$ cat src/minimac_macros.svh
/*
 * Minimac shared constants.
 * Buffer geometry, CSR block select and MII preamble nibbles.
 */
`ifndef MINIMAC_MACROS_SVH
`define MINIMAC_MACROS_SVH

// Byte address width of one frame buffer.
`define MINIMAC_BUF_AW 11

// Value of csr_a_i[13:10] that selects this block.
`define MINIMAC_CSR_SEL 4'h0

// Preamble nibbles before the SFD, then the SFD itself.
`define MINIMAC_PRE_NIBBLES 4'd15
`define MINIMAC_PRE_NIBBLE 4'h5
`define MINIMAC_SFD 4'hD

`endif

$ cat src/minimac_tx.sv
/*
 * Minimac transmitter.
 * Sends preamble and SFD, then the tx buffer low nibble first.
 */
`timescale 1ns/100ps
`include "minimac_macros.svh"

module minimac_tx (
	input  logic                       phy_tx_clk_i,
	input  logic                       tx_start_i,
	input  logic [`MINIMAC_BUF_AW-1:0] tx_count_i,
	output logic [`MINIMAC_BUF_AW-1:0] txb_adr_o,
	input  logic [7:0]                 txb_dat_i,
	output logic                       tx_done_o,
	output logic                       phy_tx_en_o,
	output logic [3:0]                 phy_tx_data_o
);

	typedef enum logic [2:0] {
		TX_IDLE, TX_PRE, TX_LO, TX_HI, TX_END, TX_WAIT
	} tx_state_e;

	tx_state_e state = TX_IDLE;
	logic [3:0] pre_cnt = '0;
	logic [`MINIMAC_BUF_AW-1:0] adr = '0;
	logic en_q = 1'b0;
	logic [3:0] data_q = '0;
	logic done_q = 1'b0;

	// Read data lags the address by one cycle, so the HI nibble
	// still sees the byte fetched for LO.
	always_ff @(posedge phy_tx_clk_i) begin
		done_q <= 1'b0;
		case (state)
			TX_IDLE: if (tx_start_i) begin
				adr <= '0;
				pre_cnt <= '0;
				state <= TX_PRE;
			end
			TX_PRE: begin
				en_q <= 1'b1;
				pre_cnt <= pre_cnt + 1'b1;
				if (pre_cnt == `MINIMAC_PRE_NIBBLES) begin
					data_q <= `MINIMAC_SFD;
					state <= TX_LO;
				end else begin
					data_q <= `MINIMAC_PRE_NIBBLE;
				end
			end
			TX_LO: begin
				data_q <= txb_dat_i[3:0];
				adr <= adr + 1'b1;
				state <= TX_HI;
			end
			TX_HI: begin
				data_q <= txb_dat_i[7:4];
				state <= (adr == tx_count_i) ? TX_END : TX_LO;
			end
			TX_END: begin
				en_q <= 1'b0;
				data_q <= '0;
				done_q <= 1'b1;
				state <= TX_WAIT;
			end
			// Hold off until software start is seen low.
			TX_WAIT: if (!tx_start_i) state <= TX_IDLE;
			default: state <= TX_IDLE;
		endcase
	end

	assign txb_adr_o = adr;
	assign tx_done_o = done_q;
	assign phy_tx_en_o = en_q;
	assign phy_tx_data_o = data_q;

endmodule

$ cat config.mk
export PLATFORM = sky130hd
export DESIGN_NAME = minimac_tx
export DESIGN_NICKNAME = d
export VERILOG_FILES = /design/src/minimac_tx.sv
export VERILOG_INCLUDE_DIRS = /design/src
export SDC_FILE = /design/constraint.sdc
export NUM_CORES = 1
export LEC_CHECK = 0
export BUFFER_PORTS_ARGS = -buffer_cell sky130_fd_sc_hd__buf_2
export CORE_MARGIN = 5
export CORE_UTILIZATION = 50
export CTS_CLUSTER_SIZE = 25
export DETAILED_ROUTE_END_ITERATION = 10
export HOLD_SLACK_MARGIN = 0.05
export PLACE_DENSITY = 0.79
export SETUP_SLACK_MARGIN = 0.05
export SLEW_MARGIN = 20
export SYNTH_ARGS = -nofsm -noshare
export SYNTH_HDL_FRONTEND = slang
export SYNTH_SLANG_ARGS = --single-unit
$ cat constraint.sdc
create_clock -name phy_tx_clk_i -period 4.8 [get_ports phy_tx_clk_i]
set_clock_uncertainty 0.2 [all_clocks]
set_input_delay 1.2 -clock phy_tx_clk_i [delete_from_list [all_inputs] [get_ports phy_tx_clk_i]]
set_output_delay 1.2 -clock phy_tx_clk_i [all_outputs]
set_load 0.005 [all_outputs]
Yosys cells after proc, flatten, opt, wreduce, memory -nomap -nowiden
Index checks and enable logic that the tools add are counted.
{ "op_classes": {"div_mod_pow": 0, "n_shift": 0, "magnitude_cmp": 0, "reduce_logical": 8, "bitwise": 0, "add_sub_neg": 2, "eq_ne": 10, "multipliers": 0, "muxes": 13} }
{ "op_table": {"columns": ["cell", "count"], "rows": [
  ["11-bit case mux with 2 select lines", 1],
  ["3-bit case mux with 6 select lines", 1],
  ["4-bit case mux with 4 select lines", 1],
  ["3-bit 2-to-1 mux", 4],
  ["11-bit by 1-bit adder with 11-bit output (second input constant)", 1],
  ["11-bit == test", 1],
  ["11-bit 2-to-1 mux", 1],
  ["4-bit 2-to-1 mux", 2],
  ["4-bit case mux with 2 select lines", 1],
  ["3-bit by 2-bit == test with 1-bit output (second input constant)", 2],
  ["3-bit == test (second input constant)", 2],
  ["2-bit inequality test (second input constant)", 3],
  ["2-bit nonzero test", 3],
  ["4-bit by 1-bit adder with 4-bit output (second input constant)", 1],
  ["4-bit == test (second input constant)", 1],
  ["2-bit AND reduction", 2],
  ["4-bit nonzero test", 1],
  ["3-bit by 1-bit == test with 1-bit output (second input constant)", 1],
  ["3-bit zero test", 1],
  ["3-bit AND reduction", 1],
  ["1-bit case mux with 2 select lines", 1],
  ["1-bit 2-to-1 mux", 1]
]} }
{ "totals": {"latchBits": 0, "rom_bits": 0, "register_bits": 24, "wordCells": 39, "input_bits": 21, "ramBits": 0, "mem_count": 0, "output_inout_bits": 17} }

Longest topological paths before layout
{ "logic_depth": {"depth_word": 3, "depth_mapped": 5, "mapped_depth_nobuf": 5} }

Worst setup path before layout
No wires, ideal clock.
{ "synth_path": {"kind": "input port to flip-flop", "start": "input port tx_start_i", "end": "register adr[0] (netlist: txb_adr_o[0]), enable pin", "arrival_ns": 2.032, "required_time_ns": 4.207, "slack_ns": 2.175, "stages": 2, "path_buffers": 0, "setup_time_ns": 0.393, "cell_sequence": "nor2_1 nor3_1"} }
{ "synth_between": {"elab_chain_cells": 2} }
{ "synth_lines": {"columns": ["item", "line_no", "rtl"], "rows": [
  ["start: declaration", "minimac_tx.sv:10", "input logic tx_start_i,"],
  ["2-bit inequality test (no line)", null, null],
  ["2-bit AND reduction (no line)", null, null],
  ["end signal: assignment", "minimac_tx.sv:52", "adr <= adr + 1'b1;"],
  ["end: declaration", "minimac_tx.sv:25", "logic [`MINIMAC_BUF_AW-1:0] adr = '0;"]
]} }
No other way between the ends.
A chain may end at the register's enable or synchronous reset.

Worst setup path after layout
{ "layout_path": {"start": "register adr[4] (netlist: txb_adr_o[4])", "end": "output port txb_adr_o[4]"} }
{ "layout_lines": {"columns": ["item", "line_no", "rtl"], "rows": [
  ["end: declaration", "minimac_tx.sv:12", "output logic [`MINIMAC_BUF_AW-1:0] txb_adr_o,"]
]} }
No word-level cell between the ends.

==> flow_metrics.py <==
metrics = {
    "status": {
        "status": "completed",
    },
    "worst_setup_path": {
        "path_depth": 1,
        "critPathCapture": "txb_adr_o[4]",
        "arrival_ns": 1.01,
        "worst-path-max-fanout": 7,
        "r2r_cells": 2,
        "cp_data_required_time_ns": 3.40,
        "ff2ff_setup_slack_ns": 2.93,
        "cp-end-kind": "output port",
        "crit_start": "txb_adr_o[4]",
        "cpLargestDelayFamily": "flip-flops",
        "reg2reg_to": "pre_cnt[3]",
        "cp_slowest_stage_delay_ns": 0.53,
        "r2r_start": "state[2]",
        "crit_slowest_cell": "edfxtp_1",
        "cp_num_buf_inv": 1,
        "path_cells": "buf_2",
        "cp-start-kind": "register",
        "worstSetupPathType": "register to output port",
    },
    "timing": {
        "fin_ws_ns": 2.387,
        "final_hold_viol_count": 0,
        "fmax_ghz": 0.4144,
        "drv_slew": 0,
        "period_share": 0.5028,
        "slew_headroom": 0.6074,
        "holdWs_ns": 0.4080,
        "grt_setup_unrepaired": "false",
        "period_needed_ns": 2.413,
        "worstMarginPinSlew_ns": 0.5837,
        "setup_violations": 0,
        "setup_tns_ns": 0,
    },
    "synthesis": {
        "syn-num-nets": 142,
        "synth_edf_count": 23,
        "ys_seq_area_frac": 0.5520,
        "ys_ff_latch": 24,
        "syn_avg_cell_area_um2": 10.82,
        "synthTopCellsByArea": "edfxtp_1 (54%), xor2_1 (12%), nor2_1 (4.7%)",
        "syn-instance-count": 119,
        "yosysTopAreaCellShare": 0.5364,
        "async_flop_share": 0,
        "synth_ff_type": "edfxtp_1",
        "synth.distinct_cells": 29,
        "synth_top_cell_by_area": "edfxtp_1",
        "yosysWarningCount": 0,
        "syn-cell-area_mm2": 0.001287,
    },
    "finish": {
        "diodes": 0,
        "mostFrequentLayoutCell": "buf_2",
        "final_layout_size_suffix_gt1_frac": 0.2785,
        "synthToLayoutAreaGrowth_pct": 18.85,
        "nets": 182,
        "final_cell_mix": "buf_2 (37), edfxtp_1 (23), xor2_1 (17)",
        "final_util": 0.6177,
    },
    "drt": {
        "first_pass_iters": 4,
        "wirelength_um": 2571,
        "drc": 0,
        "vias": 980,
        "wl_per_cell_um": 13.68,
        "viasPerCell": 5.213,
        "ant_nets": 0,
        "drt_iter0_drc": 28,
    },
    "power_and_ir_drop": {
        "cellLeakagePower_nw": 0.6217,
        "power_mw": 0.9318,
        "cellPowerDensity_mw_per_mm2": 608.9,
        "peakVddDrop_mv": 0.3890,
    },
    "global_routing": {
        "overflow": 0,
        "grt_max_degree": 15,
        "antenna_found_initial": 0,
        "grt_first_pass_wirelength_um": 4229,
        "first_global_vias": 967,
        "grt_usage": 0.1552,
    },
    "cts": {
        "path_clk_slew_ns": 0.12,
        "root_buffer": "clkbuf_4",
        "cts-resized-gates": 0,
        "ctsHoldBuffers": 0,
        "cts_setup_buffers": 0,
        "ctsHtreeMaxLevel": 1,
        "clock-sinks": 24,
        "clock_path_buffers": 2,
        "cts_tree": "built",
        "insertion_delay_ns": 0.31,
        "cts_made_buffers": 3,
    },
    "placed_design": {
        "dp_slack_ns": 2.256,
        "gp_congestion": 0.7843,
        "dp_hpwl_um": 1992,
        "io_buffers": 37,
    },
    "job": {
        "maxCapViolations": 0,
    },
    "hold_path": {
        "worst_hold_path_type": "register to register",
    },
    "floorplanning": {
        "fp.dieW_um": 60.75,
        "die_area_mm2": 0.003690,
        "core_mm2": 0.002477,
        "die_y_um": 60.75,
        "num_rows": 18,
        "ios": 38,
        "start_util": 0.5197,
    },
}
## metal layers
layer  GRT usage  vias up  wire length, um
met3     0.03404        2              195
met1      0.2003      439             1170
met4     0.05882        0               13
li1            -      503                -
met2      0.2550       36             1192
met5           0        -                0
## worst min path at each step
stage / start / endpoint / slack [ns] / cells after the start
5_1_grt: pre_cnt[0] / pre_cnt[0] / 0.43 / 1
6_report: pre_cnt[0] / pre_cnt[0] / 0.41 / 1
4_1_cts: pre_cnt[0] / pre_cnt[0] / 0.41 / 1
3_3_place_gp: pre_cnt[0] / pre_cnt[0] / 0.38 / 1
3_5_place_dp: pre_cnt[0] / pre_cnt[0] / 0.39 / 1
2_1_floorplan: pre_cnt[0] / pre_cnt[0] / 0.36 / 1
## cell families (layout without fill, tap and decap cells)
| family | after synthesis | after routing | share of synthesized area |
|---|---|---|---|
| multiplexers | 1 | 1 | 0.007775 |
| adder cells (fa/ha/maj) | 2 | 2 | 0.01943 |
| buffers and inverters | 7 | 46 | 0.02235 |
| XOR/XNOR | 21 | 21 | 0.1429 |
| AND/OR/NAND/NOR | 49 | 49 | 0.1905 |
| AO/OA/AOI/OAI | 15 | 15 | 0.06512 |
| flip-flops | 24 | 24 | 0.5520 |
## state kept, by name, indices dropped and copies added (netlist names)
signal,cells
pre_cnt,4
phy_tx_data_o,4
tx_done_o,1
state,3
phy_tx_en_o,1
txb_adr_o,11
## synth_stat cells, types with 2 or more instances
cell / n
nor2_1: 16
xnor2_1: 4
o21ai_1: 2
ha_1: 2
a21oi_1: 6
or3_1: 3
nor3_1: 5
nand2b_1: 3
inv_1: 3
nor4_1: 3
buf_2: 2
and3_1: 2
o21ai_0: 4
nand2_1: 7
nand3_1: 4
edfxtp_1: 23
xor2_1: 17
nand4_1: 2
## through the flow
step	instance area, um^2	instances
final	1530	188
after global routing	1530	188
after CTS	1530	188
after detailed placement	1504	184
after global placement	1504	184
after floorplan	1287	119
## power breakdown
part	leakage, nW	switching, mW	internal (mW)
Clock	0.0150	0.0589	0.0324
Sequential	0.232	0.115	0.372
Combinational	0.374	0.196	0.157
## final cells by class
type | count | area (um^2)
Tap cell | 30 | 37.54
Inverter | 4 | 15.01
Multi-Input combinational cell | 88 | 548.0
Timing Repair Buffer | 38 | 192.7
Sequential cell | 24 | 710.7
Clock buffer | 4 | 26.28
Fill cell | 207 | 947.2
(Power assumes the default switching activity.)
