**src/minimac_macros.svh**
```systemverilog
/*
 * Minimac shared constants.
 * Buffer geometry, CSR block select and MII preamble nibbles.
 */
`ifndef MINIMAC_MACROS_SVH
`define MINIMAC_MACROS_SVH

// Byte address width of one frame buffer.
`define MINIMAC_BUF_AW 11

// Value of csr_a_i[13:10] that selects this block.
`define MINIMAC_CSR_SEL 4'h0

// Preamble nibbles before the SFD, then the SFD itself.
`define MINIMAC_PRE_NIBBLES 4'd15
`define MINIMAC_PRE_NIBBLE 4'h5
`define MINIMAC_SFD 4'hD

`endif

```
**src/minimac_pkg.sv**
```systemverilog
/*
 * Minimac shared types.
 * Clock crossing bundles, rx buffer write port and the CSR word views.
 */
`include "minimac_macros.svh"

package minimac_pkg;

	typedef enum logic [1:0] {
		EMPTY   = 2'd0,
		LOADED  = 2'd1,
		PENDING = 2'd2
	} slot_state_e;

	// Levels and count from the system side.
	typedef struct packed {
		logic [1:0] rx_ready;
		logic tx_start;
		logic [`MINIMAC_BUF_AW-1:0] tx_count;
	} sys2phy_t;

	// Done pulses and counts back into sys_clk.
	typedef struct packed {
		logic [1:0] rx_done;
		logic [`MINIMAC_BUF_AW-1:0] rx_count_0;
		logic [`MINIMAC_BUF_AW-1:0] rx_count_1;
		logic tx_done;
	} phy2sys_t;

	typedef struct packed {
		logic we;
		logic [`MINIMAC_BUF_AW-1:0] adr;
		logic [7:0] dat;
	} buf_wr_t;

	// Slot word. State sits just above the count.
	typedef struct packed {
		logic [31-`MINIMAC_BUF_AW-2:0] rsvd;
		slot_state_e state;
		logic [`MINIMAC_BUF_AW-1:0] count;
	} csr_slot_t;

	typedef struct packed {
		logic [28:0] rsvd;
		logic tx_irq_en;
		logic rx_irq_en;
		logic phy_reset;
	} csr_setup_t;

	typedef union packed {
		csr_slot_t slot;
		csr_setup_t setup;
	} csr_word_u;

endpackage

```
**src/minimac_ctlif.sv**
```systemverilog
/*
 * Minimac control interface.
 * CSR registers for setup, rx slot state and tx count.
 * Raises the rx and tx interrupt levels and drives the PHY reset.
 */
`timescale 1ns/100ps
`include "minimac_macros.svh"

module minimac_ctlif import minimac_pkg::*; (
	input  logic                       sys_clk_i,
	input  logic                       reset_i,
	input  logic [13:0]                csr_a_i,
	input  logic                       csr_we_i,
	input  logic [31:0]                csr_di_i,
	output logic [31:0]                csr_do_o,
	output logic                       irq_rx_o,
	output logic                       irq_tx_o,
	output logic                       phy_rst_n_o,
	output sys2phy_t                   to_phy_o,
	input  phy2sys_t                   from_phy_i
);

	csr_word_u wr_word;
	csr_word_u rd_word;
	logic csr_sel;
	logic csr_wr;
	logic tx_write;

	logic phy_reset;
	logic rx_irq_en;
	logic tx_irq_en;
	slot_state_e slot_state [2];
	logic [`MINIMAC_BUF_AW-1:0] slot_count [2];
	logic [`MINIMAC_BUF_AW-1:0] rx_count [2];
	logic tx_start;
	logic tx_pend;
	logic [`MINIMAC_BUF_AW-1:0] tx_count;

	assign wr_word = csr_di_i;
	assign csr_sel = (csr_a_i[13:10] == `MINIMAC_CSR_SEL);
	assign csr_wr = csr_sel && csr_we_i;
	// A start while busy or with zero length is ignored.
	assign tx_write = csr_wr && (csr_a_i[2:0] == 3'd5) && !tx_start &&
		(wr_word.slot.count != '0);

	assign rx_count[0] = from_phy_i.rx_count_0;
	assign rx_count[1] = from_phy_i.rx_count_1;

	// ====================
	// Control state.
	// ====================
	always_ff @(posedge sys_clk_i) begin
		if (reset_i) begin
			phy_reset <= 1'b1;
			rx_irq_en <= 1'b0;
			tx_irq_en <= 1'b0;
			slot_state[0] <= EMPTY;
			slot_state[1] <= EMPTY;
			tx_start <= 1'b0;
			tx_pend <= 1'b0;
		end else begin
			if (csr_wr) begin
				case (csr_a_i[2:0])
					3'd0: begin
						phy_reset <= wr_word.setup.phy_reset;
						rx_irq_en <= wr_word.setup.rx_irq_en;
						tx_irq_en <= wr_word.setup.tx_irq_en;
					end
					3'd1: slot_state[0] <= wr_word.slot.state;
					3'd3: slot_state[1] <= wr_word.slot.state;
					default: ;
				endcase
			end
			if (tx_write) begin
				tx_start <= 1'b1;
				tx_pend <= 1'b0;
			end
			// Received frame wins over a software write in the same cycle.
			for (int i = 0; i < 2; i++) begin
				if (from_phy_i.rx_done[i] && slot_state[i] == LOADED)
					slot_state[i] <= PENDING;
			end
			if (from_phy_i.tx_done) begin
				tx_start <= 1'b0;
				tx_pend <= 1'b1;
			end
		end
	end

	always_ff @(posedge sys_clk_i) begin
		for (int i = 0; i < 2; i++) begin
			if (from_phy_i.rx_done[i] && slot_state[i] == LOADED)
				slot_count[i] <= rx_count[i];
		end
		if (tx_write)
			tx_count <= wr_word.slot.count;
	end

	// ====================
	// Read back.
	// ====================
	always_comb begin
		rd_word = '0;
		case (csr_a_i[2:0])
			3'd0: begin
				rd_word.setup.phy_reset = phy_reset;
				rd_word.setup.rx_irq_en = rx_irq_en;
				rd_word.setup.tx_irq_en = tx_irq_en;
			end
			3'd1: begin
				rd_word.slot.state = slot_state[0];
				rd_word.slot.count = slot_count[0];
			end
			3'd2: rd_word.slot.count = slot_count[0];
			3'd3: begin
				rd_word.slot.state = slot_state[1];
				rd_word.slot.count = slot_count[1];
			end
			3'd4: rd_word.slot.count = slot_count[1];
			3'd5: rd_word.slot.count = tx_count;
			default: ;
		endcase
	end

	always_ff @(posedge sys_clk_i) begin
		if (reset_i)
			csr_do_o <= '0;
		else
			csr_do_o <= csr_sel ? rd_word : '0;
	end

	always_comb begin
		to_phy_o.rx_ready[0] = (slot_state[0] == LOADED);
		to_phy_o.rx_ready[1] = (slot_state[1] == LOADED);
		to_phy_o.tx_start = tx_start;
		to_phy_o.tx_count = tx_count;
	end

	assign irq_rx_o = rx_irq_en &&
		(slot_state[0] == PENDING || slot_state[1] == PENDING);
	assign irq_tx_o = tx_irq_en && tx_pend;
	assign phy_rst_n_o = ~phy_reset;

endmodule

```
**config.mk**
```make
export PLATFORM = sky130hd
export DESIGN_NAME = minimac_ctlif
export DESIGN_NICKNAME = d
export VERILOG_FILES = /design/src/minimac_pkg.sv /design/src/minimac_ctlif.sv
export VERILOG_INCLUDE_DIRS = /design/src
export SDC_FILE = /design/constraint.sdc
export NUM_CORES = 1
export LEC_CHECK = 0
export BUFFER_PORTS_ARGS = -buffer_cell sky130_fd_sc_hd__clkbuf_2
export CORE_MARGIN = 1
export CORE_UTILIZATION = 46
export DETAILED_ROUTE_END_ITERATION = 16
export PLACE_DENSITY = 0.8
export SYNTH_ARGS = -nofsm -noshare
export SYNTH_HDL_FRONTEND = slang
export SYNTH_SLANG_ARGS = --single-unit
```
**constraint.sdc**
```tcl
create_clock -name sys_clk_i -period 3.3 [get_ports sys_clk_i]
set_clock_uncertainty 0.2 [all_clocks]
set_input_delay 0.825 -clock sys_clk_i [delete_from_list [all_inputs] [get_ports sys_clk_i]]
set_output_delay 0.825 -clock sys_clk_i [all_outputs]
set_load 0.03 [all_outputs]
```
Word level (Yosys, flattened, before mapping)
Memory sizes are Yosys's and may differ from the RTL's.
Cells that the tools add are included.
{"block": "word_totals", "in_bits": 74, "elab_cells": 71, "ff_bits": 48, "ram_bits": 26, "n_memories": 2}
{"memory": "slot_count", "words": 2, "word_bits": 11, "read_ports": 2, "rd_ports_with_merged_regs": 0, "wr": 2, "line_no": "minimac_ctlif.sv:33", "source": "logic [`MINIMAC_BUF_AW-1:0] slot_count [2];"}
{"memory": "slot_state", "words": 2, "word_bits": 2, "read_ports": 2, "rd_ports_with_merged_regs": 0, "wr": 2, "line_no": "minimac_ctlif.sv:32", "source": "slot_state_e slot_state [2];"}
{"block": "op_classes", "n_eq_ne": 9, "n_reduce_logical": 19, "mux": 27, "bitwise": 6}
{"cell": "one-hot mux 8 bit (3 select lines)", "count": 1}
{"cell": "2-to-1 mux 1 bit", "count": 20}
{"cell": "one-hot mux 3 bit (4 select lines)", "count": 1}
{"cell": "nonzero test 11 bit", "count": 1}
{"cell": "logical AND 1 bit", "count": 8}
{"cell": "2-to-1 mux 2 bit", "count": 4}
{"cell": "OR reduction 2 bit", "count": 4}
{"cell": "== test 3 x 2 -> 1 bit (second input constant)", "count": 2}
{"cell": "== test 3 bit (second input constant)", "count": 2}
{"cell": "== test 2 x 1 -> 1 bit (second input constant)", "count": 2}
{"cell": "== test 2 bit (second input constant)", "count": 2}
{"cell": "logical NOT 4 bit", "count": 1}
{"cell": "bitwise OR 1 bit", "count": 4}
{"cell": "one-hot mux 2 bit (2 select lines)", "count": 1}
{"cell": "== test 3 x 1 -> 1 bit (second input constant)", "count": 1}
{"cell": "logical NOT 3 bit", "count": 1}
{"cell": "inverter 1 bit", "count": 2}
{"cell": "AND reduction 2 bit", "count": 1}
{"cell": "nonzero test 2 bit", "count": 1}
{"cell": "logical NOT 1 bit", "count": 1}
{"cell": "logical OR 1 bit", "count": 1}

Longest topological paths before layout
{"block": "logic_depth", "word_depth": 7, "depth_mapped": 6}

Least setup slack after synthesis
OpenSTA, ideal clock, no wires.
{"block": "synth_path", "path_type": "input to register", "startpoint": "input csr_a_i[11]", "endpoint": "register tx_count[0] (enable)", "setup_time_ns": 0.391, "setup_slack_ns": 0.571, "path_buffers": 0, "path_stages": 3, "t_arrival_ns": 2.138, "path_cell_list": "nor4_2 nand2_1 nor4_2"}
{"block": "synth_via", "elab_chain_cells": 5}
{"element": "start, declared", "line_no": "minimac_ctlif.sv:12", "source": "input logic [13:0] csr_a_i,"}
{"element": "logical NOT 4 bit (no source line)"}
{"element": "logical AND 1 bit", "line_no": "minimac_ctlif.sv:41", "source": "assign csr_wr = csr_sel && csr_we_i;"}
{"element": "logical AND 1 bit (3 in a row)", "line_no": "minimac_ctlif.sv:43", "source": "assign tx_write = csr_wr && (csr_a_i[2:0] == 3'd5) && !tx_start &&"}
{"element": "net tx_write", "line_no": "minimac_ctlif.sv:27", "source": "logic tx_write;"}
{"element": "end signal, assigned", "line_no": "minimac_ctlif.sv:96", "source": "tx_count <= wr_word.slot.count;"}
{"element": "end, declared", "line_no": "minimac_ctlif.sv:37", "source": "logic [`MINIMAC_BUF_AW-1:0] tx_count;"}
The timed path passes the listed nets, and every way through them passes these cells.
A chain may end at the register's enable or synchronous reset.

Worst setup path in the final report
{"block": "layout_path", "startpoint": "input csr_a_i[2]", "endpoint": "register csr_do_o[9]"}
{"block": "layout_via", "elab_chain_cells": 3}
{"element": "== test 3 bit, or another cell as far along", "line_no": "minimac_ctlif.sv:104", "source": "case (csr_a_i[2:0])"}
{"element": "OR reduction 2 bit (no source line)"}
{"element": "one-hot mux 8 bit (3 select lines) *", "line_no": "minimac_ctlif.sv:104"}
{"element": "end signal, assigned", "line_no": "minimac_ctlif.sv:129", "source": "csr_do_o <= csr_sel ? rd_word : '0;"}
{"element": "end, declared", "line_no": "minimac_ctlif.sv:15", "source": "output logic [31:0] csr_do_o,"}
Mark *: on every way between the ends. The rest lies on a longest branch, timed or not.

==> results.md <==
* Status: completed
* Post-Layout Cell Count at 361
* Hold Slack at 0.273 ns
* Post-route DRC at 0
* Worst slew pin tran at 0.672 ns
* Placed cells at 353
* Core ar. at 5170 µm²
* TNS Setup at 0 ns
* Number of warnings issued by yosys at 0
* Area Growth Syn to Fin at 19.3%
* PwrDens at 437 nW/µm²
* Min-Delay Path Class: reg2reg
* Worst rel slew slack at 0.551
* Netlist Area Pre-Place at 2500 µm²
* DR pass1 iterations at 4
* Post-synthesis sequential area ratio at 0.572
* Hold_buf cts at 0
* Rows at 26
* Die Y at 75.8 µm
* WP buf/inv at 1
* Port bufs at 77
* Synth Instances at 215
* Synth Area in Adders at 0
* Fillers at 455
* Cts repair resizes at 0
* WP data required at 3.32 ns
* Clock power share at 0.341
* Fin. Hold Viols at 0
* CP Capture Type: flip-flop
* Unrepaired setup endpoints after global routing: no
* Critical path, cell by cell: clkbuf_2 > nor2b_1 > a221oi_1 > a211oi_1
* CTS max path bufs at 2
* Worst skew pair latency at 0.31 ns
* WL final at 5280 µm
* Int Pwr at 0.00100 W
* Starting Density at 0.484
* VDD IR max at 0.308 mV
* Most numerous cell in the Yosys netlist: edfxtp_1
* H-tree Lvls at 2
* Final setup viols at 0
* Kind of critical path: in2reg
* Vias/cell at 5.32
* Final critical-path share of the clock period at 0.721
* Asr flop ratio synth at 0
* Flop pwr share at 0.559
* Number of flops mapped to enable cells by yosys at 33
* Top post-synthesis cells by area: edfxtp_1, dfxtp_1, buf_4, nor2b_1, mux2i_1
* Antenna cells at 0
* WL/cell at 14.6 µm
* Fraction of synthesized area in multiplexers at 0.0365
* Die Wd at 75.8 µm
* Worst path depth at 4
* WHS Path Cells at 2
* Clk root buf: clkbuf_8
* Max_cap viols at 0
* Clk pin slew, worst setup/hold paths at 0.10 ns
* Synth cell count leaders: edfxtp_1, dfxtp_1, buf_4
* Highest Clock Rate at 0.421 GHz
* Num Clock Sinks at 55
* Synth area leader: edfxtp_1
* Largest net degree at the start of global routing at 31
* Cells on worst reg2reg path at 4
* Initial antenna violation count at 0
* Routability congestion estimate at 0.826
* First-pass GRT wire length at 7820 µm
* Startpoint Class: input port
* Share of the synthesized area in the top cell type at 0.396
* Max-slew violations at 0
* Vias in the first global route at 1,581
* Total CTS buffers at 5
* XOR/XNOR Fraction of Synth Area at 0
* Largest family of logic cells by synthesized area: compound AO/OA/AOI/OAI gates
* Synth Flop Type: edfxtp_1
* Switching Fraction at 0.231
* Via Count at 1,919
* Gr ovfl total at 0
* Leakage power at 1.24 nW
* DR iter-0 viols at 158
* Share of layout cells above drive strength 1 at 0.330
* Post-DP HPWL at 3960 µm
* Min Clock Period, post-route at 2.38 ns
* CTS tree: done
* NetSw at 0.000302 W
* #FFs+latches synth at 55
* Die area at 5740 µm²
* Worst path top cell family by delay: simple AND/OR/NAND/NOR gates
* Layout Utilization at 0.577
* CP peak stage delay at 0.63 ns
* Maximum fanout along the worst path at 30
* Post CTS Setup Buffer Count at 0
* I/O pin total at 123
* Critical path data arrival time at 2.40 ns
* Synth Area in Compound Gates at 0.158
* Total track usage at 0.188
* Simple-Gate Fraction of Synth Area at 0.140
* Avg Cell Area, Syn at 11.6 µm²
* Post-DRT Antenna Nets at 0
* Logic pwr share at 0.100
* # nets final at 364
* Critical-path top delay cell: nor2b_1
* Distinct cells, synth at 43
* Power after layout at 0.00131 W
logic make-up after synthesis:
kind of cell    count (synthesis)
flops                          55
buf+inv                        39
other cells                     1
mux                             9
compound gates                 54
simple gates                   57
per-layer routing:
layer  up-vias  share of wire  GRT usage
met1       895           0.43      0.258
li1        919              -          -
met3         7          0.062     0.0476
met2        98           0.49      0.291
met5         -              0          0
met4         0          0.016     0.0638
tightest hold or removal path: cells and delay by family, from the launching register on:
family	cells	cell delay, ns
and+or+nand+nor	1	0.06
AOI/OAI and AO/OA	1	0.05
DFF	1	0.32
final cells by class:
type / count / area, µm² / share of cell area
Inverter: 7 / 26.3 / 0.00880
Clock buffer: 6 / 72.6 / 0.0243
Timing Repair Buffer: 82 / 423 / 0.142
Multi-Input combinational cell: 139 / 907 / 0.304
Sequential cell: 55 / 1430 / 0.479
Tap cell: 70 / 87.6 / 0.0293
Clock inverter: 2 / 38.8 / 0.0130
path summary, 6_finish.rpt:
| kind | start | endpoint | slack [ns] |
|---|---|---|---|
| worst min-delay path | tx_pend | tx_pend | 0.27 |
| worst min register to register | tx_pend | tx_pend | 0.27 |
| worst max register to register | slot_state[0][0] | slot_state[0][1] | 1.54 |
| worst max-delay path | csr_a_i[2] | csr_do_o[9] | 0.92 |
metrics by stage:
step | cell area [µm²] | worst slack [ns]
CTS | 2990 | 0.929
global placement | 2880 | 0.690
detailed placement | 2880 | 0.596
global route | 2990 | 0.780
floorplan | 2570 | 0.571
finish | 2990 | 0.922
sequential cells by signal, summed over array words and instances (netlist names):
signal	flops
slot_count	22
csr_do_o	13
tx_count	11
slot_state	4
phy_reset	1
rx_irq_en	1
tx_irq_en	1
tx_pend	1
tx_start	1
layout by cell type (no fill, tap or decap), drive strengths merged, types with 8 or more instances in the layout:
master   netlist  final
a2bb2oi        8      8
nor2          10     10
a21oi         15     15
clkbuf         4     83
inv            7      8
nor2b         15     15
mux2i          8      8
dfxtp         22     22
a211oi         9      9
a221oi         8      8
conb           1     19
edfxtp        33     33
power groups by stage:
stage | clock network (W) | registers [W] | logic (W)
2_1_floorplan | 0 | 0.000748 | 0.0000993
3_3_place_gp | 0 | 0.000746 | 0.000126
3_5_place_dp | 0 | 0.000746 | 0.000129
4_1_cts | 0.000451 | 0.000730 | 0.000130
5_1_grt | 0.000475 | 0.000730 | 0.000143
6_report | 0.000446 | 0.000730 | 0.000130
Power figures use the tool's default switching activity.
