File: config.mk
export PLATFORM = sky130hd
export DESIGN_NAME = minimac_rx
export DESIGN_NICKNAME = d
export VERILOG_FILES = /design/src/minimac_pkg.sv /design/src/minimac_rx.sv
export VERILOG_INCLUDE_DIRS = /design/src
export SDC_FILE = /design/constraint.sdc
export NUM_CORES = 1
export LEC_CHECK = 0
export BUFFER_PORTS_ARGS = -buffer_cell sky130_fd_sc_hd__buf_2
export CORE_ASPECT_RATIO = 0.6
export CORE_MARGIN = 2
export CORE_UTILIZATION = 55
export CTS_BUF_LIST = sky130_fd_sc_hd__clkbuf_8 sky130_fd_sc_hd__clkbuf_16
export CTS_CLUSTER_DIAMETER = 60
export DETAILED_ROUTE_END_ITERATION = 7
export PLACE_DENSITY = 0.84
export REMOVE_ABC_BUFFERS = 1
export SLEW_MARGIN = 25
export SYNTH_ARGS = -nofsm -noshare
export SYNTH_HDL_FRONTEND = slang
export SYNTH_SLANG_ARGS = --single-unit
File: constraint.sdc
create_clock -name phy_rx_clk_i -period 3.4 [get_ports phy_rx_clk_i]
set_input_delay 0.17 -clock phy_rx_clk_i [delete_from_list [all_inputs] [get_ports phy_rx_clk_i]]
set_output_delay 0.17 -clock phy_rx_clk_i [all_outputs]
set_load 0.01 [all_outputs]
File: src/minimac_macros.svh
/*
 * Minimac shared constants.
 * Buffer geometry, CSR block select and MII preamble nibbles.
 */
`ifndef MINIMAC_MACROS_SVH
`define MINIMAC_MACROS_SVH

// Byte address width of one frame buffer.
`define MINIMAC_BUF_AW 11

// Value of csr_a_i[13:10] that selects this block.
`define MINIMAC_CSR_SEL 4'h0

// Preamble nibbles before the SFD, then the SFD itself.
`define MINIMAC_PRE_NIBBLES 4'd15
`define MINIMAC_PRE_NIBBLE 4'h5
`define MINIMAC_SFD 4'hD

`endif

File: src/minimac_pkg.sv
/*
 * Minimac shared types.
 * Clock crossing bundles, rx buffer write port and the CSR word views.
 */
`include "minimac_macros.svh"

package minimac_pkg;

	typedef enum logic [1:0] {
		EMPTY   = 2'd0,
		LOADED  = 2'd1,
		PENDING = 2'd2
	} slot_state_e;

	// Levels and count from the system side.
	typedef struct packed {
		logic [1:0] rx_ready;
		logic tx_start;
		logic [`MINIMAC_BUF_AW-1:0] tx_count;
	} sys2phy_t;

	// Done pulses and counts back into sys_clk.
	typedef struct packed {
		logic [1:0] rx_done;
		logic [`MINIMAC_BUF_AW-1:0] rx_count_0;
		logic [`MINIMAC_BUF_AW-1:0] rx_count_1;
		logic tx_done;
	} phy2sys_t;

	typedef struct packed {
		logic we;
		logic [`MINIMAC_BUF_AW-1:0] adr;
		logic [7:0] dat;
	} buf_wr_t;

	// Slot word. State sits just above the count.
	typedef struct packed {
		logic [31-`MINIMAC_BUF_AW-2:0] rsvd;
		slot_state_e state;
		logic [`MINIMAC_BUF_AW-1:0] count;
	} csr_slot_t;

	typedef struct packed {
		logic [28:0] rsvd;
		logic tx_irq_en;
		logic rx_irq_en;
		logic phy_reset;
	} csr_setup_t;

	typedef union packed {
		csr_slot_t slot;
		csr_setup_t setup;
	} csr_word_u;

endpackage

File: src/minimac_rx.sv
/*
 * Minimac receiver.
 * Picks a ready slot, strips the preamble up to the SFD and
 * writes assembled bytes into that slot.
 */
`timescale 1ns/100ps
`include "minimac_macros.svh"

module minimac_rx import minimac_pkg::*; (
	input  logic                       phy_rx_clk_i,
	input  logic [1:0]                 rx_ready_i,
	input  logic                       phy_dv_i,
	input  logic [3:0]                 phy_rx_data_i,
	output buf_wr_t                    rxb0_wr_o,
	output buf_wr_t                    rxb1_wr_o,
	output logic [1:0]                 rx_done_o,
	output logic [`MINIMAC_BUF_AW-1:0] rx_count_0_o,
	output logic [`MINIMAC_BUF_AW-1:0] rx_count_1_o
);

	typedef enum logic [1:0] {RX_IDLE, RX_PRE, RX_DATA, RX_DROP} rx_state_e;

	rx_state_e state = RX_IDLE;
	logic dv_q = 1'b0;
	logic slot = 1'b0;
	logic hi = 1'b0;
	logic [3:0] lo_nib;
	logic [`MINIMAC_BUF_AW-1:0] cnt = '0;
	buf_wr_t wr_q = '0;
	logic [1:0] done_q = '0;

	always_ff @(posedge phy_rx_clk_i) begin
		dv_q <= phy_dv_i;
		wr_q.we <= 1'b0;
		done_q <= 2'b00;
		case (state)
			RX_IDLE: if (phy_dv_i && !dv_q) begin
				if (rx_ready_i[0]) begin
					slot <= 1'b0;
					state <= RX_PRE;
				end else if (rx_ready_i[1]) begin
					slot <= 1'b1;
					state <= RX_PRE;
				end else begin
					state <= RX_DROP;
				end
			end
			RX_PRE: if (!phy_dv_i) begin
				state <= RX_IDLE;
			end else if (phy_rx_data_i == `MINIMAC_SFD) begin
				hi <= 1'b0;
				cnt <= '0;
				state <= RX_DATA;
			end
			RX_DATA: if (!phy_dv_i) begin
				// End of frame. Count goes out with the done pulse.
				done_q[slot] <= 1'b1;
				if (slot)
					rx_count_1_o <= cnt;
				else
					rx_count_0_o <= cnt;
				state <= RX_IDLE;
			end else if (!hi) begin
				lo_nib <= phy_rx_data_i;
				hi <= 1'b1;
			end else begin
				wr_q.we <= 1'b1;
				wr_q.adr <= cnt;
				wr_q.dat <= {phy_rx_data_i, lo_nib};
				cnt <= cnt + 1'b1;
				hi <= 1'b0;
			end
			// No slot free. Wait out the frame.
			RX_DROP: if (!phy_dv_i) state <= RX_IDLE;
			default: state <= RX_IDLE;
		endcase
	end

	always_comb begin
		rxb0_wr_o = wr_q;
		rxb0_wr_o.we = wr_q.we && !slot;
		rxb1_wr_o = wr_q;
		rxb1_wr_o.we = wr_q.we && slot;
	end

	assign rx_done_o = done_q;

endmodule

# --- Word level (Yosys, flattened, before mapping) ---
# Index checks and enable logic that the tools add are counted.
op_classes:
  n_mux: 21
  eq_ne: 11
  reduce_logical: 20
  addsub: 1
  order_cmp: 2
  n_bitwise: 4
op_table:
  columns: ["op", "count"]
  rows:
  - ["11-bit two-way mux", 4]
  - ["11-bit one-hot mux with 2 select lines", 1]
  - ["20-bit two-way mux", 1]
  - ["3-bit AND reduction", 6]
  - ["2-bit two-way mux", 6]
  - ["2-bit != test, second input constant", 6]
  - ["11-bit by 1-bit adder with 11-bit output, second input constant", 1]
  - ["1-bit two-way mux", 6]
  - ["2-bit one-hot mux with 3 select lines", 1]
  - ["5-bit AND reduction", 1]
  - ["2-bit equality test, second input constant", 2]
  - ["4-bit equality test, second input constant", 1]
  - ["1-bit logical AND", 4]
  - ["1-bit inverter", 4]
  - ["4-bit AND reduction", 1]
  - ["2-bit nonzero test", 2]
  - ["2-bit OR reduction", 2]
  - ["3-bit != test, second input constant", 1]
  - ["2-bit by 1-bit equality test with 1-bit output, second input constant", 1]
  - ["1-bit logical NOT", 2]
  - ["2-bit logical NOT", 1]
  - ["1-bit by 2-bit < comparator with 1-bit output, second input constant", 1]
  - ["1-bit one-hot mux with 2 select lines", 1]
  - ["2-bit AND reduction", 1]
  - ["2 further kinds", 2]
word_totals:
  register_bits: 64
  out_inout_bits: 64
  elab_cells: 71
  input_bits: 8

# --- Depth between registers and ports, before layout ---
# Gate-level depths: netlist of the first run.
logic_depth:
  depth_word: 4
  ltp_mapped: 4

# --- Least setup slack after synthesis of the first run ---
# No wires, ideal clock.
synth_path:
  path_type: "reg2reg"
  startpoint: "register state[0]"
  endpoint: "register rx_count_1_o[0], enable pin"
  stages_incl_launch_ff: 3
  slack_ps: 1403
  setup_time_ps: 396
  period_less_slack_ps: 1997
  arrival_ps: 1602
  required_ps: 3004
  cell_sequence: "edfxtp_1 nand2b_1 nor3b_1"
synth_via:
  elab_chain_cells: 2
synth_rtl:
  columns: ["element", "line", "rtl"]
  rows:
  - ["start, declared", "minimac_rx.sv:23", "rx_state_e state = RX_IDLE;"]
  - ["start signal, assigned", "minimac_rx.sv:40", "state <= RX_PRE;"]
  - ["start signal, assigned", "minimac_rx.sv:43", "state <= RX_PRE;"]
  - ["start signal, assigned", "minimac_rx.sv:45", "state <= RX_DROP;"]
  - ["2-bit equality test", "minimac_rx.sv:36", "case (state)"]
  - ["3-bit AND reduction (no source line)", null, null]
  - ["end signal, assigned", "minimac_rx.sv:59", "rx_count_1_o <= cnt;"]
  - ["end, declared", "minimac_rx.sv:18", "output logic [`MINIMAC_BUF_AW-1:0] rx_count_1_o"]
# Every way passes these cells.
# A chain may end at the register's enable or synchronous reset.

# --- Worst setup path after layout of the first run ---
# Same ends and word-level chain as after synthesis.

==> flow_summary.toml, run 1 <==
[drt]
post_drt_wl_per_cell_microns = 14.8
drt_iter0_drc = 109
drcViolationCount = 0
num_vias = 1381
route.antenna.remaining_nets = 0
wirelength_microns = 4130
vias_per_cell = 4.93
firstDrtPassIters = 5

[power]
switching_share = 0.271
p_leak_nw = 1.11
p_seq_frac = 0.528
p_per_area_nw_per_um2 = 727
p_int_w = 0.00155
p_clk_frac = 0.325
p_sw_w = 0.000579
power_frac_comb = 0.147
peakVddDrop_mv = 0.442

[clocking]
numCtsBuffers = 9
holdBufCountCts = 0
cts_root_buf = "clkbuf_8"
htree_num_levels = 3
cts_setup_buffers = 0
cts.path.max_buffers = 2
clkSlewWorstSetupHoldPaths_ns = 0.07
insertion_delay_ns = 0.34
numClockSinks = 64
cts_resized = 0
cts_tree = "done"

[global_routing]
globalRouteTotalUtil = 0.169
grt_pass1_vias = 1286
gr-total-overflow = 0
antenna_found_initial = 0
grt_first_pass_wirelength_microns = 6350
grt_max_degree = 20

[cells_and_area]
syn_to_final_growth_pct = 14.3
final_cell_mix = "buf_2, edfxtp_1, nor2_1, clkbuf_8, a21oi_1"
stdcell_area_sq_um = 2940
nNetsFinal = 221
final_common_cell = "buf_2"
drive_gt1_frac = 0.419
instances_no_fill = 280
fillCellCount = 343
n_antenna_cell = 0

[floorplanning]
initial_utilization = 0.566
fp.dieW_microns = 92.2
num_io_pins = 72
die_area_sq_um = 5250
die_height_microns = 56.9
rows = 19
core-area_sq_um = 4540

[timing]
fin_ws_ns = 1.24
fin_crit_sh = 0.637
fin_tns_setup_ns = 0
drv_slew = 0
min_period_ns = 2.16
fmax_mhz = 462
worst_pin_slew_ns = 0.963
setup_viol = 0
skew_ns = 0.00727
slew_headroom = 0.355
rsz0062_at_grt = "no"
hold_ws_ns = 0.0386
hold_violations = 0

[yosys]
synth-seq-cells = 64
synth_cell_types = 29
syn_inst = 170
yosysWarnings = 0
synth_ff_type = "edfxtp_1"
synthArstFlopShare = 0
seq_area_frac_synth = 0.733
syn_area_sq_um = 2570
avgSynthCellArea_sq_um = 15.1
synth_edf_count = 60

[placement]
dp.cells = 264
port_buffers = 71
place_ws_ns = 1.28
gp_congestion = 0.751
hpwlAfterDp_microns = 2760
place_area_sq_um = 2710

[setup_path]
endpoint_kind = "register"
path_max_fanout = 15
start_kind = "register"
critical_path_arrival_ns = 2.13
path_class = "reg2reg"
worstPathRequired_ns = 3.36

[run_status]
status = "completed"

[min_path]
hold_class = "in2reg"

[run]
drv_cap = 0
synth_stat cells (all sizes together) (3+ instances only):
master | count | area share
a21oi | 8 | 0.016
nand3 | 4 | 0.0078
nand2b | 3 | 0.0073
o21ai | 4 | 0.0078
o31ai | 3 | 0.0088
edfxtp | 60 | 0.70
buf | 39 | 0.12
dfxtp | 4 | 0.031
inv | 3 | 0.0044
or4 | 3 | 0.0088
nor3 | 4 | 0.0078
nor2 | 9 | 0.013
nand2 | 4 | 0.0058
final timing paths:
path	to	slack [ns]	startpoint	depth (start not counted)
max	rx_count_1_o[0]$_DFFE_PP_	1.24	state[0]$_DFFE_PP_	2
min	lo_nib[3]$_DFFE_PP_	0.04	phy_rx_data_i[3]	1
max reg2reg	rx_count_1_o[0]$_DFFE_PP_	1.24	state[0]$_DFFE_PP_	2
min reg2reg	rxb0_wr_o[3]$_DFFE_PP_	0.42	lo_nib[3]$_DFFE_PP_	0
sequential cells by signal (all words and copies together) (netlist names):
name          cells
rxb0_wr_o        19
cnt              11
rx_count_0_o     11
rx_count_1_o     11
lo_nib            4
rx_done_o         2
state             2
dv_q              1
hi                1
slot              1
wr_q              1
cell type report:
type                       instances  area [sq um]  share of cell area
timing repair buffer              71           355               0.121
sequential                        64          1880               0.641
clock buffer                       9           124              0.0422
multi-input combinational         63           389               0.133
inverter                           3          11.3             0.00383
tap                               63          78.8              0.0268
clock inverter                     7          96.3              0.0328
metrics by stage:
step                total power (W)   util
floorplan                   0.00131      -
global placement            0.00144  0.597
detailed placement          0.00145  0.597
CTS                         0.00215  0.646
global route                0.00224  0.647
finish                      0.00213  0.647
power by group through the flow:
stage	clock, W	combinational [W]	sequential, W
2_1_floorplan	0	0.000163	0.00115
3_3_place_gp	0	0.000300	0.00114
3_5_place_dp	0	0.000310	0.00114
4_1_cts	0.000712	0.000312	0.00113
5_1_grt	0.000745	0.000349	0.00115
6_report	0.000695	0.000313	0.00113
critical path: stages (launching register included):
cell and delay (ns):
edfxtp_1 0.45, nand2b_1 0.44, nor3b_2 0.91
cell families (layout without fill, tap and decap cells):
group,count (synthesis),count (layout),synth area share
flip-flops,64,64,0.733
AO/OA/AOI/OAI,19,19,0.0438
buffers and inverters,43,90,0.121
AND/OR/NAND/NOR,40,40,0.0872
XOR/XNOR,3,3,0.0102
adder cells (fa/ha/maj),1,1,0.00487
metal layers:
layer / global-route usage / vias to the layer above / wire length, microns
met5: 0 / - / 0
met4: 0.0768 / 0 / 14
met3: 0.0740 / 2 / 343
met2: 0.252 / 62 / 1950
met1: 0.220 / 646 / 1820
li1: - / 671 / -
Power figures use the tool's default switching activity.
==> run 2, diff against run 1 <==
--- a/config.mk
+++ b/config.mk
@@ -9,11 +9,11 @@
 export BUFFER_PORTS_ARGS = -buffer_cell sky130_fd_sc_hd__buf_2
 export CORE_ASPECT_RATIO = 0.6
 export CORE_MARGIN = 2
-export CORE_UTILIZATION = 55
+export CORE_UTILIZATION = 51
 export CTS_BUF_LIST = sky130_fd_sc_hd__clkbuf_8 sky130_fd_sc_hd__clkbuf_16
 export CTS_CLUSTER_DIAMETER = 60
 export DETAILED_ROUTE_END_ITERATION = 7
-export PLACE_DENSITY = 0.84
+export PLACE_DENSITY = 0.78
 export REMOVE_ABC_BUFFERS = 1
 export SLEW_MARGIN = 25
 export SYNTH_ARGS = -nofsm -noshare
==> constraint.sdc (replaced) <==
create_clock -name phy_rx_clk_i -period 2.2 [get_ports phy_rx_clk_i]
set_input_delay 0.11 -clock phy_rx_clk_i [delete_from_list [all_inputs] [get_ports phy_rx_clk_i]]
set_output_delay 0.11 -clock phy_rx_clk_i [all_outputs]
set_load 0.01 [all_outputs]
==> run 2 against run 1 <==
Effect of this change:
- clock power up 34%
- largest cell class unchanged
- worst hold slack worse by 0.0046 ns
- critical path type unchanged
- combinational power up 77%
==> flow_summary.toml, run 2 (synthesized netlist as in run 1, its figures left out) <==
[setup_path]
path_max_fanout = 9
start_kind = "register"
timing.rr.start = "state[0]$_DFFE_PP_"
r2r_end = "rx_count_1_o[4]$_DFFE_PP_"
critical_path_arrival_ns = 1.68
rr_worst_depth = 3
path_class = "reg2reg"
endpoint_kind = "register"
worstPathRequired_ns = 2.24
r2r_setup_slack_ns = 0.56

[min_path]
hold_class = "in2reg"
hold_depth = 1
worstHoldStart = "phy_dv_i"
min_to = "dv_q$_DFF_P_"

[cells_and_area]
final_util = 0.636
n_antenna_cell = 0
instances_no_fill = 291
fillCellCount = 352
final_cell_mix = "buf_2, edfxtp_1, nor2_1, clkbuf_8, a21oi_1"
syn_to_final_growth_pct = 16.5
nNetsFinal = 232
final_common_cell = "buf_2"
drive_gt1_frac = 0.417
largest_reg_flops = 19

[timing]
fin_ws_ns = 0.559
fin_crit_sh = 0.746
min_period_ns = 1.64
skew_ns = 0.00726
drv_slew = 0
hold_violations = 0
setup_viol = 0
fin_tns_setup_ns = 0
worst_pin_slew_ns = 0.408
slew_headroom = 0.728
fmax_mhz = 609
rsz0062_at_grt = "no"

[floorplanning]
core-area_sq_um = 4710
die_area_sq_um = 5640
rows = 19
die_height_microns = 59.0
initial_utilization = 0.546
fp.dieW_microns = 95.6
num_io_pins = 72

[global_routing]
globalRouteTotalUtil = 0.185
gr-total-overflow = 0
antenna_found_initial = 0
grt_max_degree = 16
grt_first_pass_wirelength_microns = 7170
grt_pass1_vias = 1375

[clocking]
cts.path.max_buffers = 2
cts_setup_buffers = 0
cts_tree = "done"
cts_resized = 0
htree_num_levels = 3
numCtsBuffers = 9
clkSlewWorstSetupHoldPaths_ns = 0.06
insertion_delay_ns = 0.33
numClockSinks = 64
cts_root_buf = "clkbuf_8"

[drt]
route.antenna.remaining_nets = 0
post_drt_wl_per_cell_microns = 16.0
wirelength_microns = 4650
num_vias = 1472
firstDrtPassIters = 4
vias_per_cell = 5.06
drcViolationCount = 0
drt_iter0_drc = 145

[placement]
place_ws_ns = 0.565
hpwlAfterDp_microns = 3230
port_buffers = 71
dp.cells = 271
gp_congestion = 0.748

[power]
p_sw_w = 0.000907
power_frac_comb = 0.172
p_int_w = 0.00232
peakVddDrop_mv = 0.578
p_seq_frac = 0.540
fin_total_pwr_w = 0.00322
p_leak_nw = 1.15
p_clk_frac = 0.288
p_per_area_nw_per_um2 = 1080
switching_share = 0.281

[run_status]
status = "completed"

[run]
drv_cap = 0
-- run 2: final cells by class --
type	instances	area (sq um)	share of cell area
flip-flops and latches	64	1880	0.629
repair buffers	82	448	0.150
multi-input cells	63	385	0.129
clock buffers	9	124	0.0414
well taps	63	78.8	0.0263
clock inverters	7	62.6	0.0209
inverters	3	11.3	0.00376
-- run 2: routing by layer --
metal / vias up / track usage / wire, microns
met5: - / 0 / 0
li1: 690 / - / -
met2: 68 / 0.266 / 2170
met3: 8 / 0.0840 / 379
met1: 706 / 0.245 / 2010
met4: 0 / 0.0857 / 86
-- run 2: worst max path at each step --
stage | from | to | slack [ns] | depth (start not counted)
global route | cnt[0]$_SDFFCE_PP0P_ | cnt[10]$_SDFFCE_PP0P_ | 0.44 | 4
detailed placement | cnt[0]$_SDFFCE_PP0P_ | cnt[10]$_SDFFCE_PP0P_ | 0.57 | 4
global placement | cnt[0]$_SDFFCE_PP0P_ | cnt[10]$_SDFFCE_PP0P_ | 0.67 | 4
floorplan | state[0]$_DFFE_PP_ | rx_count_1_o[0]$_DFFE_PP_ | 0.08 | 2
finish | state[0]$_DFFE_PP_ | rx_count_1_o[4]$_DFFE_PP_ | 0.56 | 3
CTS | cnt[0]$_SDFFCE_PP0P_ | cnt[10]$_SDFFCE_PP0P_ | 0.57 | 4
-- run 2: timing repair --
action,4_1_cts,5_1_grt
hold endpoints to repair,8,0
setup endpoints to repair,0,0
hold buffers,4,0
-- run 2: power groups by stage --
stage               registers [W]  logic, W  clock network, W
floorplan                 0.00178  0.000252                 0
global placement          0.00175  0.000523                 0
detailed placement        0.00177  0.000542                 0
CTS                       0.00174  0.000555          0.000948
global route              0.00177  0.000613           0.00100
finish                    0.00174  0.000555          0.000928
-- run 2: stage by stage --
step                hold slack [ns]  area, sq um
detailed placement            0.317         2770
global placement              0.317         2770
floorplan                     0.138         2270
finish                       0.0340         2990
CTS                          0.0110         2990
global route                 0.0179         2990
-- run 2: worst max-delay path, cell delays in order, from the launching register on --
cell and delay, ns:
edfxtp_1 0.46, nand2b_1 0.36, nor3b_2 0.32, buf_4 0.22
==> run 3, diff against run 2 <==
--- a/config.mk
+++ b/config.mk
@@ -6,14 +6,15 @@
 export SDC_FILE = /design/constraint.sdc
 export NUM_CORES = 1
 export LEC_CHECK = 0
+export ABC_AREA = 1
 export BUFFER_PORTS_ARGS = -buffer_cell sky130_fd_sc_hd__buf_2
 export CORE_ASPECT_RATIO = 0.6
 export CORE_MARGIN = 2
-export CORE_UTILIZATION = 51
+export CORE_UTILIZATION = 47
 export CTS_BUF_LIST = sky130_fd_sc_hd__clkbuf_8 sky130_fd_sc_hd__clkbuf_16
 export CTS_CLUSTER_DIAMETER = 60
 export DETAILED_ROUTE_END_ITERATION = 7
-export PLACE_DENSITY = 0.78
+export PLACE_DENSITY = 0.76
 export REMOVE_ABC_BUFFERS = 1
 export SLEW_MARGIN = 25
 export SYNTH_ARGS = -nofsm -noshare
==> constraint.sdc (replaced) <==
create_clock -name phy_rx_clk_i -period 1.4 [get_ports phy_rx_clk_i]
set_input_delay 0.07 -clock phy_rx_clk_i [delete_from_list [all_inputs] [get_ports phy_rx_clk_i]]
set_output_delay 0.07 -clock phy_rx_clk_i [all_outputs]
set_load 0.01 [all_outputs]
==> run 3 against run 2 <==
Effect of this change:
- maximum frequency rose by 20%
- core utilization fell by 3.4 points
- sequential share of layout area fell by 6.0 points
- flip-flop and latch count did not move
- largest power group unchanged
- clock skew fell by 0.0026 ns
==> flow_summary.toml, run 3 <==
[timing]
rsz0062_at_grt = "yes"
hold_violations = 0
fin_tns_setup_ns = 0
skew_ns = 0.00468
fmax_mhz = 730
fin_ws_ns = 0.0307
fin_crit_sh = 0.978
slew_headroom = 0.814
min_period_ns = 1.37
worst_pin_slew_ns = 0.279
setup_viol = 0
drv_slew = 0
hold_ws_ns = 0.144

[min_path]
worstHoldStart = "rx_ready_i[1]"
hold_depth = 4
min_to = "state[1]$_DFFE_PP_"
hold_class = "in2reg"

[clocking]
clkSlewWorstSetupHoldPaths_ns = 0.07
htree_num_levels = 3
numClockSinks = 64
numCtsBuffers = 9
insertion_delay_ns = 0.33
cts_root_buf = "clkbuf_8"
cts_tree = "done"
cts.path.max_buffers = 2

[global_routing]
globalRouteTotalUtil = 0.153
antenna_found_initial = 0
grt_first_pass_wirelength_microns = 6830
gr-total-overflow = 0
grt_pass1_vias = 1401
grt_max_degree = 16

[placement]
gp_congestion = 0.788
hpwlAfterDp_microns = 3170
place_area_sq_um = 2950
place_ws_ns = -0.0643
port_buffers = 71

[floorplanning]
core-area_sq_um = 5490
die_height_microns = 62
rows = 21
initial_utilization = 0.480
fp.dieW_microns = 101
num_io_pins = 72
die_area_sq_um = 6240

[cells_and_area]
nNetsFinal = 277
n_antenna_cell = 0
drive_gt1_frac = 0.473
final_cell_mix = "buf_2, edfxtp_1, nand2_1, nor2_1, buf_4"
largest_reg_flops = 19
final_common_cell = "buf_2"
syn_to_final_growth_pct = 25.4
stdcell_area_sq_um = 3300

[setup_path]
endpoint_kind = "register"
critPathTopFamily = "buffers and inverters"
cp-startpoint = "state[0]$_DFFE_PP_"
r2r_setup_slack_ns = 0.03
max_stage_delay_ns = 0.40
crit_path_top_delay_cell = "edfxtp_1"
path_class = "reg2reg"
crit_path_cell_trace = "inv_2, nand2_2, buf_12, nor3_2, buf_4"
worstPathRequired_ns = 1.45
start_kind = "register"
path_max_fanout = 10
critical_path_arrival_ns = 1.42
rr_worst_depth = 5
timing.rr.start = "state[0]$_DFFE_PP_"
path_buf_inv = 3
r2r_end = "rx_count_0_o[10]$_DFFE_PP_"

[yosys]
syn_area_sq_um = 2640
synth-seq-cells = 64
synth_top_cells_by_count = "edfxtp_1, buf_4, nand2_1, nor2_1, inv_1"
yosysWarnings = 0
synthArstFlopShare = 0
synth_cell_types = 21
yosys.area.top_type = "edfxtp_1"
synth_edf_count = 60
synth.most_common_cell = "edfxtp_1"
syn_inst = 199
synth_ff_type = "edfxtp_1"
avgSynthCellArea_sq_um = 13.2
seq_area_frac_synth = 0.714
synth_top_area_share = 0.684
ys_top_cells_by_area = "edfxtp_1, buf_4, nand2_1"

[drt]
drcViolationCount = 0
wirelength_microns = 4610
post_drt_wl_per_cell_microns = 13.5
vias_per_cell = 4.70
drt_iter0_drc = 82
num_vias = 1607
firstDrtPassIters = 4
route.antenna.remaining_nets = 0

[run_status]
status = "completed"

[power]
p_leak_nw = 1.38
peakVddDrop_mv = 0.556
p_per_area_nw_per_um2 = 1850
fin_total_pwr_w = 0.00611

[run]
drv_cap = 0
==> run 3: cell count changes after synthesis, sizes merged, moves of 3 or more <==
cell	before	now
nand2	4	32
nor2	9	27
inv	3	16
a21oi	8	5
nand2b	3	0
o31ai	3	0
or4	3	0
==> run 3: report_power, final <==
part           switching, W  internal, W
registers          0.000192      0.00257
clock network      0.000711      0.00118
logic              0.000822     0.000632
==> run 3: area by class of cell <==
class                           instances  area, sq um
Multi-Input combinational cell         79          414
Clock buffer                            9          124
Tap cell                               69         86.3
Inverter                               16         60.1
Fill cell                             408         2190
Timing Repair Buffer                   98          618
Clock inverter                          7          120
Sequential cell                        64         1880
==> run 3: per-stage QoR <==
step,utilization,std cells
floorplan,-,159
global placement,0.536,316
detailed placement,0.536,316
CTS,0.592,338
global route,0.602,342
finish,0.602,342
==> run 3: worst min-delay path, delay by kind of cell <==
family / cells / cell delay, ns
buffers and inverters: 1 / 0.08
and+or+nand+nor: 3 / 0.16
==> run 3: what timing repair did <==
action | CTS | global route
gates cloned | 0 | 0
pin swaps | 1 | 1
resized for setup | 1 | 6
hold buffers | 6 | 0
setup endpoints to repair | 11 | 21
endpoints found under the hold margin | 10 | 0
buffers inserted | 0 | 4
==> run 3: kinds of logic (layout without fill, tap and decap cells) <==
family | Yosys count | in the layout | share of synthesized area
buf+inv | 56 | 130 | 0.138
fa+ha+maj | 1 | 1 | 0.00475
compound gates | 8 | 8 | 0.0180
flops | 64 | 64 | 0.714
simple gates | 70 | 70 | 0.125
==> run 3: routing by layer <==
| metal | vias up | wire (microns) | global-route usage |
|---|---|---|---|
| met1 | 754 | 2020 | 0.191 |
| met2 | 71 | 2170 | 0.246 |
| li1 | 775 | - | - |
| met4 | 0 | 89 | 0.0665 |
| met3 | 7 | 329 | 0.0570 |
| met5 | - | 0 | 0 |
==> run 3: how the worst max path moves through the flow <==
stage                                      end  cells past startpoint
finish              rx_count_0_o[10]$_DFFE_PP_                      5
global route              cnt[5]$_SDFFCE_PP0P_                      8
CTS                       cnt[5]$_SDFFCE_PP0P_                      6
detailed placement       cnt[10]$_SDFFCE_PP0P_                      6
global placement         cnt[10]$_SDFFCE_PP0P_                      6
floorplan               rxb0_wr_o[0]$_DFFE_PP_                      3
